`config.mk`:
```
export PLATFORM = sky130hd
export DESIGN_NAME = awg_top
export DESIGN_NICKNAME = d
export VERILOG_FILES = /design/src/hdl/awg_pkg.sv /design/src/hdl/awg_config_regs.sv /design/src/hdl/awg_dma_loader.sv /design/src/hdl/awg_sample_buffer.sv /design/src/hdl/awg_burst_sequencer.sv /design/src/hdl/awg_dac_output.sv /design/src/hdl/awg_top.sv
export SDC_FILE = /design/constraint.sdc
export NUM_CORES = 2
export LEC_CHECK = 0
export BUFFER_PORTS_ARGS = -buffer_cell sky130_fd_sc_hd__buf_4
export CAP_MARGIN = 10
export CORE_ASPECT_RATIO = 1.25
export CORE_MARGIN = 2
export CORE_UTILIZATION = 60
export DETAILED_ROUTE_END_ITERATION = 12
export PLACE_DENSITY = 0.83
export SLEW_MARGIN = 40
export SYNTH_ARGS = -nofsm -noshare
export SYNTH_HDL_FRONTEND = slang
export SYNTH_HIERARCHICAL = 1
export SYNTH_SLANG_ARGS = --single-unit
```
`constraint.sdc`:
```
create_clock -name dma_clk -period 6.2 [get_ports dma_clk]
set_input_delay 1.55 -clock dma_clk [delete_from_list [all_inputs] [get_ports dma_clk]]
set_output_delay 1.55 -clock dma_clk [all_outputs]
set_load 0.01 [all_outputs]
```
`src/hdl/awg_pkg.sv`:
```
// Shared sizes, trigger modes and status codes of the waveform generator; imported by RTL and testbench
package awg_pkg;

  // channel and sample geometry
  localparam int channels         = 2;
  localparam int sample_width     = 16;
  localparam int parallel_samples = 4;
  localparam int batch_width      = sample_width * parallel_samples;

  // buffer sizing, a depth counts 1..depth so it needs one bit more than an address
  localparam int depth       = 16;
  localparam int addr_width  = $clog2(depth);
  localparam int depth_width = addr_width + 1;
  localparam int burst_width = 8;

  // trigger modes, 2 bits per channel
  localparam logic [1:0] trig_none        = 2'd0;
  localparam logic [1:0] trig_once        = 2'd1;
  localparam logic [1:0] trig_every_burst = 2'd2;

  // transfer error codes reported after each load
  localparam logic [1:0] xfer_ok           = 2'd0;
  localparam logic [1:0] xfer_missing_last = 2'd1;
  localparam logic [1:0] xfer_early_last   = 2'd2;

  // start/stop command words
  localparam logic [1:0] cmd_start = 2'b10;
  localparam logic [1:0] cmd_stop  = 2'b01;

endpackage

```
`src/hdl/awg_config_regs.sv`:
```
// Configuration register block; captures trigger, burst and depth writes and arms the DMA loader
module awg_config_regs
  import awg_pkg::*;
(
  input  logic                             dma_clk,
  input  logic                             rst_n,
  input  logic                             trig_cfg_valid,
  output logic                             trig_cfg_ready,
  input  logic [channels*2-1:0]            trig_cfg_data,
  input  logic                             burst_len_valid,
  output logic                             burst_len_ready,
  input  logic [channels*burst_width-1:0]  burst_len_data,
  input  logic                             write_depth_valid,
  output logic                             write_depth_ready,
  input  logic [channels*depth_width-1:0]  write_depth_data,
  output logic [channels*2-1:0]            trig_mode,
  output logic [channels*burst_width-1:0]  burst_len,
  output logic [channels*depth_width-1:0]  write_depth,
  output logic                             load_arm
);

  // register writes are always accepted
  assign trig_cfg_ready    = 1'b1;
  assign burst_len_ready   = 1'b1;
  assign write_depth_ready = 1'b1;

  always_ff @(posedge dma_clk) begin
    if (!rst_n) begin
      // defaults give one batch, one burst and no triggers
      trig_mode   <= {channels{trig_none}};
      burst_len   <= {channels{burst_width'(1)}};
      write_depth <= {channels{depth_width'(1)}};
      load_arm    <= 1'b0;
    end else begin
      if (trig_cfg_valid && trig_cfg_ready) begin
        trig_mode <= trig_cfg_data;
      end
      if (burst_len_valid && burst_len_ready) begin
        burst_len <= burst_len_data;
      end
      if (write_depth_valid && write_depth_ready) begin
        write_depth <= write_depth_data;
      end
      // a new depth always starts a fresh load
      load_arm <= write_depth_valid && write_depth_ready;
    end
  end

endmodule

```
`src/hdl/awg_dma_loader.sv`:
```
// DMA loader; writes incoming batches into the channel buffers and reports where the last flag fell
module awg_dma_loader
  import awg_pkg::*;
(
  input  logic                             dma_clk,
  input  logic                             rst_n,
  input  logic                             load_arm,
  input  logic [channels*depth_width-1:0]  write_depth,
  input  logic                             dma_valid,
  output logic                             dma_ready,
  input  logic [batch_width-1:0]           dma_data,
  input  logic                             dma_last,
  output logic                             err_valid,
  input  logic                             err_ready,
  output logic [1:0]                       err_code,
  output logic                             buf_we,
  output logic [$clog2(channels)-1:0]      buf_channel,
  output logic [addr_width-1:0]            buf_waddr,
  output logic [batch_width-1:0]           buf_wdata
);

  enum logic [1:0] {st_idle, st_loading, st_reporting} state;

  logic [$clog2(channels)-1:0] chan;
  logic [addr_width-1:0]       addr;
  logic [depth_width-1:0]      chan_depth;
  logic                        beat;
  logic                        chan_end;
  logic                        final_beat;

  assign dma_ready  = (state == st_loading);
  assign err_valid  = (state == st_reporting);
  assign beat       = dma_valid && dma_ready;
  assign chan_depth = write_depth[chan*depth_width +: depth_width];
  assign chan_end   = ({1'b0, addr} == chan_depth - 1'b1);
  // last batch of the last channel
  assign final_beat = chan_end && (chan == channels - 1);

  // every accepted batch goes straight into the buffer
  assign buf_we      = beat;
  assign buf_channel = chan;
  assign buf_waddr   = addr;
  assign buf_wdata   = dma_data;

  always_ff @(posedge dma_clk) begin
    if (!rst_n) begin
      state <= st_idle;
      chan  <= '0;
      addr  <= '0;
    end else if (load_arm) begin
      // rearm from any state, also recovers a pending report
      state <= st_loading;
      chan  <= '0;
      addr  <= '0;
    end else begin
      case (state)
        st_loading: begin
          if (beat) begin
            if (dma_last || final_beat) begin
              state <= st_reporting;
            end else if (chan_end) begin
              chan <= chan + 1'b1;
              addr <= '0;
            end else begin
              addr <= addr + 1'b1;
            end
          end
        end
        st_reporting: begin
          if (err_ready) begin
            state <= st_idle;
          end
        end
        default: state <= st_idle;
      endcase
    end
  end

  // classify the ending beat, held until the next transfer ends
  always_ff @(posedge dma_clk) begin
    if (beat && final_beat) begin
      err_code <= dma_last ? xfer_ok : xfer_missing_last;
    end else if (beat && dma_last) begin
      err_code <= xfer_early_last;
    end
  end

endmodule

```
`src/hdl/awg_sample_buffer.sv`:
```
// Per-channel batch memory; written by the DMA loader, read every cycle by the burst sequencer
module awg_sample_buffer
  import awg_pkg::*;
(
  input  logic                            dma_clk,
  input  logic                            buf_we,
  input  logic [$clog2(channels)-1:0]     buf_channel,
  input  logic [addr_width-1:0]           buf_waddr,
  input  logic [batch_width-1:0]          buf_wdata,
  input  logic [channels*addr_width-1:0]  rd_addr,
  output logic [channels*batch_width-1:0] rd_data
);

  for (genvar c = 0; c < channels; c++) begin : g_mem
    logic [batch_width-1:0] mem [depth];

    // write port shared by all channels, channel chosen by buf_channel
    always_ff @(posedge dma_clk) begin
      if (buf_we && (buf_channel == c)) begin
        mem[buf_waddr] <= buf_wdata;
      end
    end

    // registered read, one cycle latency
    always_ff @(posedge dma_clk) begin
      rd_data[c*batch_width +: batch_width] <= mem[rd_addr[c*addr_width +: addr_width]];
    end
  end

endmodule

```
`src/hdl/awg_burst_sequencer.sv`:
```
// Playback sequencer; decodes start/stop and steps read addresses and burst counts per channel
module awg_burst_sequencer
  import awg_pkg::*;
(
  input  logic                             dma_clk,
  input  logic                             rst_n,
  input  logic                             cmd_valid,
  output logic                             cmd_ready,
  input  logic [1:0]                       cmd_data,
  input  logic [channels*depth_width-1:0]  write_depth,
  input  logic [channels*burst_width-1:0]  burst_len,
  output logic [channels*addr_width-1:0]   rd_addr,
  output logic [channels-1:0]              play_active,
  output logic [channels-1:0]              first_of_burst,
  output logic [channels-1:0]              first_of_play
);

  logic [channels-1:0]    active;
  logic [addr_width-1:0]  addr  [channels];
  logic [burst_width-1:0] burst [channels];
  logic [channels-1:0]    last_addr;
  logic [channels-1:0]    last_burst;
  logic                   start;
  logic                   stop;

  // commands are always taken, a start during playback just does nothing
  assign cmd_ready = 1'b1;
  assign start     = cmd_valid && (cmd_data == cmd_start) && (active == '0);
  assign stop      = cmd_valid && (cmd_data == cmd_stop);

  always_comb begin
    for (int c = 0; c < channels; c++) begin
      last_addr[c]  = ({1'b0, addr[c]} == write_depth[c*depth_width +: depth_width] - 1'b1);
      last_burst[c] = (burst[c] == burst_len[c*burst_width +: burst_width] - 1'b1);
      rd_addr[c*addr_width +: addr_width] = addr[c];
    end
  end

  always_ff @(posedge dma_clk) begin
    if (!rst_n || stop) begin
      active <= '0;
      for (int c = 0; c < channels; c++) begin
        addr[c]  <= '0;
        burst[c] <= '0;
      end
    end else if (start) begin
      active <= '1;
      for (int c = 0; c < channels; c++) begin
        addr[c]  <= '0;
        burst[c] <= '0;
      end
    end else begin
      for (int c = 0; c < channels; c++) begin
        if (active[c]) begin
          if (last_addr[c]) begin
            addr[c] <= '0;
            // channels finish on their own schedule
            if (last_burst[c]) begin
              active[c] <= 1'b0;
              burst[c]  <= '0;
            end else begin
              burst[c] <= burst[c] + 1'b1;
            end
          end else begin
            addr[c] <= addr[c] + 1'b1;
          end
        end
      end
    end
  end

  // one cycle late so the flags meet the registered buffer read
  always_ff @(posedge dma_clk) begin
    if (!rst_n) begin
      play_active    <= '0;
      first_of_burst <= '0;
      first_of_play  <= '0;
    end else begin
      for (int c = 0; c < channels; c++) begin
        play_active[c]    <= active[c];
        first_of_burst[c] <= active[c] && (addr[c] == '0);
        first_of_play[c]  <= active[c] && (addr[c] == '0) && (burst[c] == '0);
      end
    end
  end

endmodule

```
`src/hdl/awg_dac_output.sv`:
```
// DAC output stage; registers sample batches, zeroes idle channels and generates trigger pulses
module awg_dac_output
  import awg_pkg::*;
(
  input  logic                             dma_clk,
  input  logic                             rst_n,
  input  logic [channels*batch_width-1:0]  rd_data,
  input  logic [channels-1:0]              play_active,
  input  logic [channels-1:0]              first_of_burst,
  input  logic [channels-1:0]              first_of_play,
  input  logic [channels*2-1:0]            trig_mode,
  output logic [channels*batch_width-1:0]  dac_data,
  output logic [channels-1:0]              dac_valid,
  output logic [channels-1:0]              dac_trigger
);

  logic [channels-1:0] trig_sel;

  // pick the pulse source per channel from its mode
  always_comb begin
    for (int c = 0; c < channels; c++) begin
      case (trig_mode[c*2 +: 2])
        trig_once:        trig_sel[c] = first_of_play[c];
        trig_every_burst: trig_sel[c] = first_of_burst[c];
        default:          trig_sel[c] = 1'b0;
      endcase
    end
  end

  always_ff @(posedge dma_clk) begin
    if (!rst_n) begin
      dac_data    <= '0;
      dac_valid   <= '0;
      dac_trigger <= '0;
    end else begin
      for (int c = 0; c < channels; c++) begin
        // idle channels drive zeros to the converter
        dac_data[c*batch_width +: batch_width] <=
          play_active[c] ? rd_data[c*batch_width +: batch_width] : '0;
        dac_valid[c]   <= play_active[c];
        dac_trigger[c] <= trig_sel[c];
      end
    end
  end

endmodule

```
`src/hdl/awg_top.sv`:
```
// Top level of the two-channel waveform generator; connects config, loader, buffer, sequencer and output
module awg_top
  import awg_pkg::*;
(
  input  logic                             dma_clk,
  input  logic                             rst_n,
  input  logic                             trig_cfg_valid,
  output logic                             trig_cfg_ready,
  input  logic [channels*2-1:0]            trig_cfg_data,
  input  logic                             burst_len_valid,
  output logic                             burst_len_ready,
  input  logic [channels*burst_width-1:0]  burst_len_data,
  input  logic                             write_depth_valid,
  output logic                             write_depth_ready,
  input  logic [channels*depth_width-1:0]  write_depth_data,
  input  logic                             dma_valid,
  output logic                             dma_ready,
  input  logic [batch_width-1:0]           dma_data,
  input  logic                             dma_last,
  output logic                             err_valid,
  input  logic                             err_ready,
  output logic [1:0]                       err_code,
  input  logic                             cmd_valid,
  output logic                             cmd_ready,
  input  logic [1:0]                       cmd_data,
  output logic [channels*batch_width-1:0]  dac_data,
  output logic [channels-1:0]              dac_valid,
  output logic [channels-1:0]              dac_trigger
);

  logic [channels*2-1:0]           trig_mode;
  logic [channels*burst_width-1:0] burst_len;
  logic [channels*depth_width-1:0] write_depth;
  logic                            load_arm;
  logic                            buf_we;
  logic [$clog2(channels)-1:0]     buf_channel;
  logic [addr_width-1:0]           buf_waddr;
  logic [batch_width-1:0]          buf_wdata;
  logic [channels*addr_width-1:0]  rd_addr;
  logic [channels*batch_width-1:0] rd_data;
  logic [channels-1:0]             play_active;
  logic [channels-1:0]             first_of_burst;
  logic [channels-1:0]             first_of_play;

  awg_config_regs u_config_regs (.*);

  awg_dma_loader u_dma_loader (.*);

  awg_sample_buffer u_sample_buffer (.*);

  awg_burst_sequencer u_burst_sequencer (.*);

  awg_dac_output u_dac_output (.*);

endmodule

```
Word level (Yosys, flattened, before mapping)
Memories as Yosys holds them, arrays and structs flattened. A register that Yosys moved wholly into a read port is not among the register bits.
Cells that the tools add are included.
Widths: inputs -> output; s select.
- register bits: 180
- bits in latches: 0
- bits in writable memories: 2072
- memory bits (read-only): 0
- input port bits: 105
- output and inout bits: 140
- logic and storage cells: 178
- memories: 4
- add/sub/neg operators: 11
- $mul: 1
- div/mod/pow operators: 0
- order comparisons: 0
- eq/ne operators: 19
- shifts and indexed selects: 1
- mux-type cells: 81
- bitwise gates (word level): 15
- reduce and logical (&&, ||, !) cells: 29
- memory list (name ; words ; width ; rd ports ; clocked after memory_dff ; write ports ; RTL line ; source):
    u_sample_buffer.g_mem[0].mem ; 16 ; 64 ; 1 ; 1 ; 1 ; awg_sample_buffer.sv:15 ; logic [batch_width-1:0] mem [depth];
    u_sample_buffer.g_mem[1].mem ; 16 ; 64 ; 1 ; 1 ; 1 ; awg_sample_buffer.sv:15 ;
    u_burst_sequencer.burst ; 2 ; 8 ; 2 ; 0 ; 2 ; awg_burst_sequencer.sv:20 ; logic [burst_width-1:0] burst [channels];
    u_burst_sequencer.addr ; 2 ; 4 ; 2 ; 0 ; 2 ; awg_burst_sequencer.sv:19 ; logic [addr_width-1:0] addr [channels];
- operator list (kind ; number):
    $mux 1 ; 59
    $mux 8 ; 6
    $mux 4 ; 7
    $add 8x1->8 const B ; 2
    $eq 8x8->1 ; 2
    $logic_not 8->1 ; 2
    $sub 8x1->8 const B ; 2
    $eq 4x5->1 ; 3
    $sub 5x1->5 const B ; 3
    $logic_and 1x1->1 ; 13
    $add 4x1->4 const B ; 3
    $mux 2 ; 6
    $or 1x1->1 ; 12
    $shiftx 10x5->5 ; 1
    $reduce_and 3->1 ; 3
    $eq 2x1->1 const B ; 4
    $eq 2x2->1 const B ; 4
    $logic_not 4->1 ; 2
    $ne 3x3->1 const B ; 2
    $mul 1x3->4 const B ; 1
    $ne 2x2->1 const B ; 2
    $pmux 1 s2 ; 2
    $pmux 2 s2 ; 1
    $reduce_and 2->1 ; 2
    10 further kinds ; 13

Logic depth before layout (Yosys ltp)
- word-level depth: 10
- depth in mapped cells: 9

Cells and area by module
Netlist, hierarchy kept.
- by module, submodules not included (module ; instances ; cells each ; area an instance (µm²) ; sequential area each (µm²)):
    awg_sample_buffer ; 1 ; 3299 ; 79163.4 ; 64061.4
    awg_dac_output ; 1 ; 302 ; 3743.6 ; 2642.5
    awg_burst_sequencer ; 1 ; 242 ; 2262.2 ; 880.8
    awg_config_regs ; 1 ; 103 ; 1186.1 ; 620.6
    awg_dma_loader ; 1 ; 133 ; 1147.4 ; 200.2

Worst setup path before layout
OpenSTA, ideal clock, no wires.
- path kind: input -> register
- start: in dma_valid
- end: mem u_sample_buffer/g_mem[0].mem[13][0] (netlist bit) (enable)
- library setup time: 0.486 ns
- data arrival time: 4.823 ns
- slack: 0.890 ns
- stages on the path: 5
- buffers on the path: 0
- cell sequence: nand2_1 > inv_2 > nor2b_1 > nand3_1 > nor2_1
- longest elaborated chain between the ends: 4
- ends and longest elaborated chain (what ; RTL line ; source):
    start: declaration ; awg_top.sv:16 ; input logic dma_valid,
    $logic_and 1x1->1 ; awg_dma_loader.sv:33 ; assign beat = dma_valid && dma_ready;
    named net buf_we ; awg_top.sv:35 ; logic buf_we;
    $logic_and 1x1->1 ; awg_sample_buffer.sv:19 ; if (buf_we && (buf_channel == c)) begin
    $mux 1 ; awg_sample_buffer.sv:19 ;
    $mux 1 (implied by the code) ; awg_sample_buffer.sv:20 ; mem[buf_waddr] <= buf_wdata;
    end: declaration ; awg_sample_buffer.sv:15 ;
The timed path passes the listed nets, and every way through them passes these cells.

Worst setup path after layout
- start: in dma_valid
- end: mem u_sample_buffer/g_mem[0].mem[13][33] (netlist bit) (enable)
The elaborated chain is that of the path after synthesis.

==> metrics.yaml <==
worst_setup_path:
  r2r-end: "u_sample_buffer/g_mem[0].mem[13][33]"
  start_kind: "input port"
  r2r-start: "u_dma_loader/state[0]"
  slowest_stage: "nor2_4"
  cp_slowest_stage_delay_ns: 0.78
  cp_common_cell: "buf_4"
  path_class: "in2reg"
  cp_cell_sequence: "buf_4, nand2_1, inv_2, nor2b_1, nand3_1, nor2_4, buf_4"
  end_kind: "flop"
  critPathArrivalTime_ns: 4.18
  worst_r2r_path_depth: 7
  r2r_slack_ns: 2.69
  path_max_fanout: 27
  crit_required_ns: 6.67
sta:
  fin_crit_ns: 3.72
  setup_viol_count_final: 0
  rsz0062_at_grt: "false"
  maxSlewHeadroom_pct: 39.8
  max_freq_mhz: 269
  hold_viol: 0
  tns_ns: 0
  slew_viol_final: 0
  tightestPinTransition_ns: 0.903
  clock_skew_ns: 0.0270
  fin_crit_sh_pct: 59.9
floorplanning:
  core_um2: 145000
  die-area_um2: 149000
  die_w_um: 346
  ios: 245
  initial_core_util_pct: 60.5
  placementRows: 156
  dieHeight_um: 431
worst_hold_path:
  worstHoldStart: "u_sample_buffer/rd_data[104]"
  min_path_type: "reg2reg"
  min_to: "u_dac_output/dac_data[104]"
  whs_path_depth: 1
route:
  ant_nets: 0
  wl_mm: 224
  drc: 0
  dr.pass1.iters: 6
  drt-vias-per-instance: 6.89
  first_iter_violations: 6700
  vias: 44200
  wl_per_cell_um: 34.9
synth:
  yosys-top-cells-area: "edfxtp_1 71%, mux4_2 13%, dfxtp_1 7.0%"
  synthArstFlopShare_pct: 0
  ys_ff_latch: 2380
  synth_top_area_share_pct: 71.2
  synthTopCellsByCount: "2074 x edfxtp_1, 512 x mux4_2, 306 x dfxtp_1"
  synthDistinctLibCells: 63
  synth_edf_count: 2074
  postSynthCellCount: 4079
  synth-seq-area-share_pct: 78.2
  ys_warn_count: 6
  syn_area_per_cell_um2: 21.5
  synthFlopType: "edfxtp_1"
  synth_area_um2: 87500
  yosysMostFrequentCell: "edfxtp_1"
  synth_top_cell_by_area: "edfxtp_1"
global_route:
  grt_pass1_wl_mm: 321
  grt_overflow_total: 0
  track_usage_pct: 30.3
  grt_pass1_vias: 45100
  antenna_found_initial: 15
  grt_max_degree: 142
clock_tree:
  clock_latency_ns: 0.84
  cts.sinks: 2380
  cts_made_buffers: 205
  postCtsSetupRepairBufs: 0
  path_clk_slew_ns: 0.07
  hold_buffers: 0
  clockBufferDepth: 3
  cts_tree: "done"
  htree_levels: 4
  ctsResizeCount: 0
  cts-root-buf: "clkbuf_16"
final_layout:
  drive_gt1_share_pct: 27.0
  fin_util_pct: 68.0
  syn_to_final_growth_pct: 12.4
  n_fill_cell: 8090
  finalNetCount: 4466
placement:
  portBuffers: 240
  dpl.hpwl_mm: 115
  gp_congestion: 0.782
flow_run:
  cap_violations: 0
power_and_ir_drop:
  p_leak_nw: 32.2
  vdd_drop_max_v: 0.000305
  powerDensity_nw_per_um2: 328
status:
  status: "completed"
==> registers in the layout (all words and copies together) (netlist names), 4 cells and up <==
register and flops:
u_sample_buffer/rd_data 128, u_dac_output/dac_data 128, u_config_regs/burst_len 16, u_dma_loader/buf_waddr 4, u_burst_sequencer/addr 8, u_sample_buffer/g_mem.mem 2048
u_burst_sequencer/burst 16, u_config_regs/write_depth 10, u_config_regs/trig_mode 4
==> worst max-delay path, delay by kind of cell <==
family / cells / cell delay, ns
buffers and inverters: 3 / 0.85
AND/OR/NAND/NOR: 4 / 1.76
==> cell usage in the layout (no fill, tap or decap), types with 12 or more instances in the layout <==
cell	count
nor2_4	34
clkbuf_16	211
clkinv_2	50
dfxtp_1	303
nor2b_1	34
clkinv_1	30
bufinv_16	13
and3_1	137
xor2_1	16
xnor2_1	36
a22oi_1	258
nand2b_1	12
ha_1	18
buf_12	33
clkbuf_1	46
clkbuf_8	15
mux4_2	512
edfxtp_1	2074
inv_1	25
nand3_1	19
mux2i_1	35
nor2_1	33
nand2_1	151
buf_4	276
nor3_1	13
==> layer usage <==
layer	vias to the layer above	GRT usage (%)	part of all wire (%)
met5	-	0	0.012
met1	22800	38.4	34
met4	4	15.3	5.3
li1	17200	-	-
met3	659	6.36	11
met2	3633	50.2	51
==> worst max path at each step <==
| stage | to | slack, ns | start |
|---|---|---|---|
| finish | u_sample_buffer/g_mem[0].mem[13][33] | 2.48 | dma_valid |
| global route | u_sample_buffer/g_mem[0].mem[13][33] | 2.47 | dma_valid |
| CTS | u_sample_buffer/g_mem[0].mem[13][30] | 2.63 | dma_valid |
| detailed placement | u_sample_buffer/g_mem[0].mem[13][10] | 1.81 | dma_valid |
| global placement | u_sample_buffer/g_mem[1].mem[14][0] | 1.96 | dma_valid |
| floorplan | u_sample_buffer/g_mem[0].mem[13][0] | 0.89 | dma_valid |
==> cell type report <==
cell class	count	area, µm²	share of cell area [%]
diodes	3	7.51	0.00763
inverters	26	97.6	0.0992
repair buffers	333	3230	3.28
clock inverters	119	1040	1.06
flip-flops and latches	2380	68400	69.6
multi-input cells	1397	17600	17.9
well taps	1896	2370	2.41
clock buffers	269	5600	5.69
==> stage by stage <==
stage	instance area (µm²)	power, mW	std cells	hold slack, ns	worst slack [ns]
after floorplan	87500	19.1	4081	0.435	0.890
after global placement	91100	19.6	6007	0.448	1.96
after detailed placement	91600	19.7	6027	0.451	1.81
after CTS	98200	32.3	6415	0.454	2.63
after global routing	98300	32.9	6420	0.481	2.47
final	98300	32.2	6423	0.456	2.48
==> report_power, final <==
part / total, mW / internal, mW / switching, mW
Clock: 12.8 / 6.94 / 5.86
Sequential: 17.7 / 17.6 / 0.139
Combinational: 1.73 / 0.681 / 1.04
==> cell families (layout without fill, tap and decap cells) <==
| kind of cell | count (synthesis) | count (layout) | synth area share (%) |
|---|---|---|---|
| buffers and inverters | 304 | 747 | 2.06 |
| AO/OA/AOI/OAI | 293 | 293 | 2.47 |
| multiplexers | 550 | 550 | 13.6 |
| AND/OR/NAND/NOR | 478 | 478 | 2.83 |
| XOR/XNOR | 54 | 54 | 0.558 |
| adder cells (fa/ha/maj) | 18 | 18 | 0.257 |
| other | 2 | 7 | 0.00858 |
| flip-flops | 2380 | 2380 | 78.2 |
No activity file was read; power rests on OpenSTA's default activity.
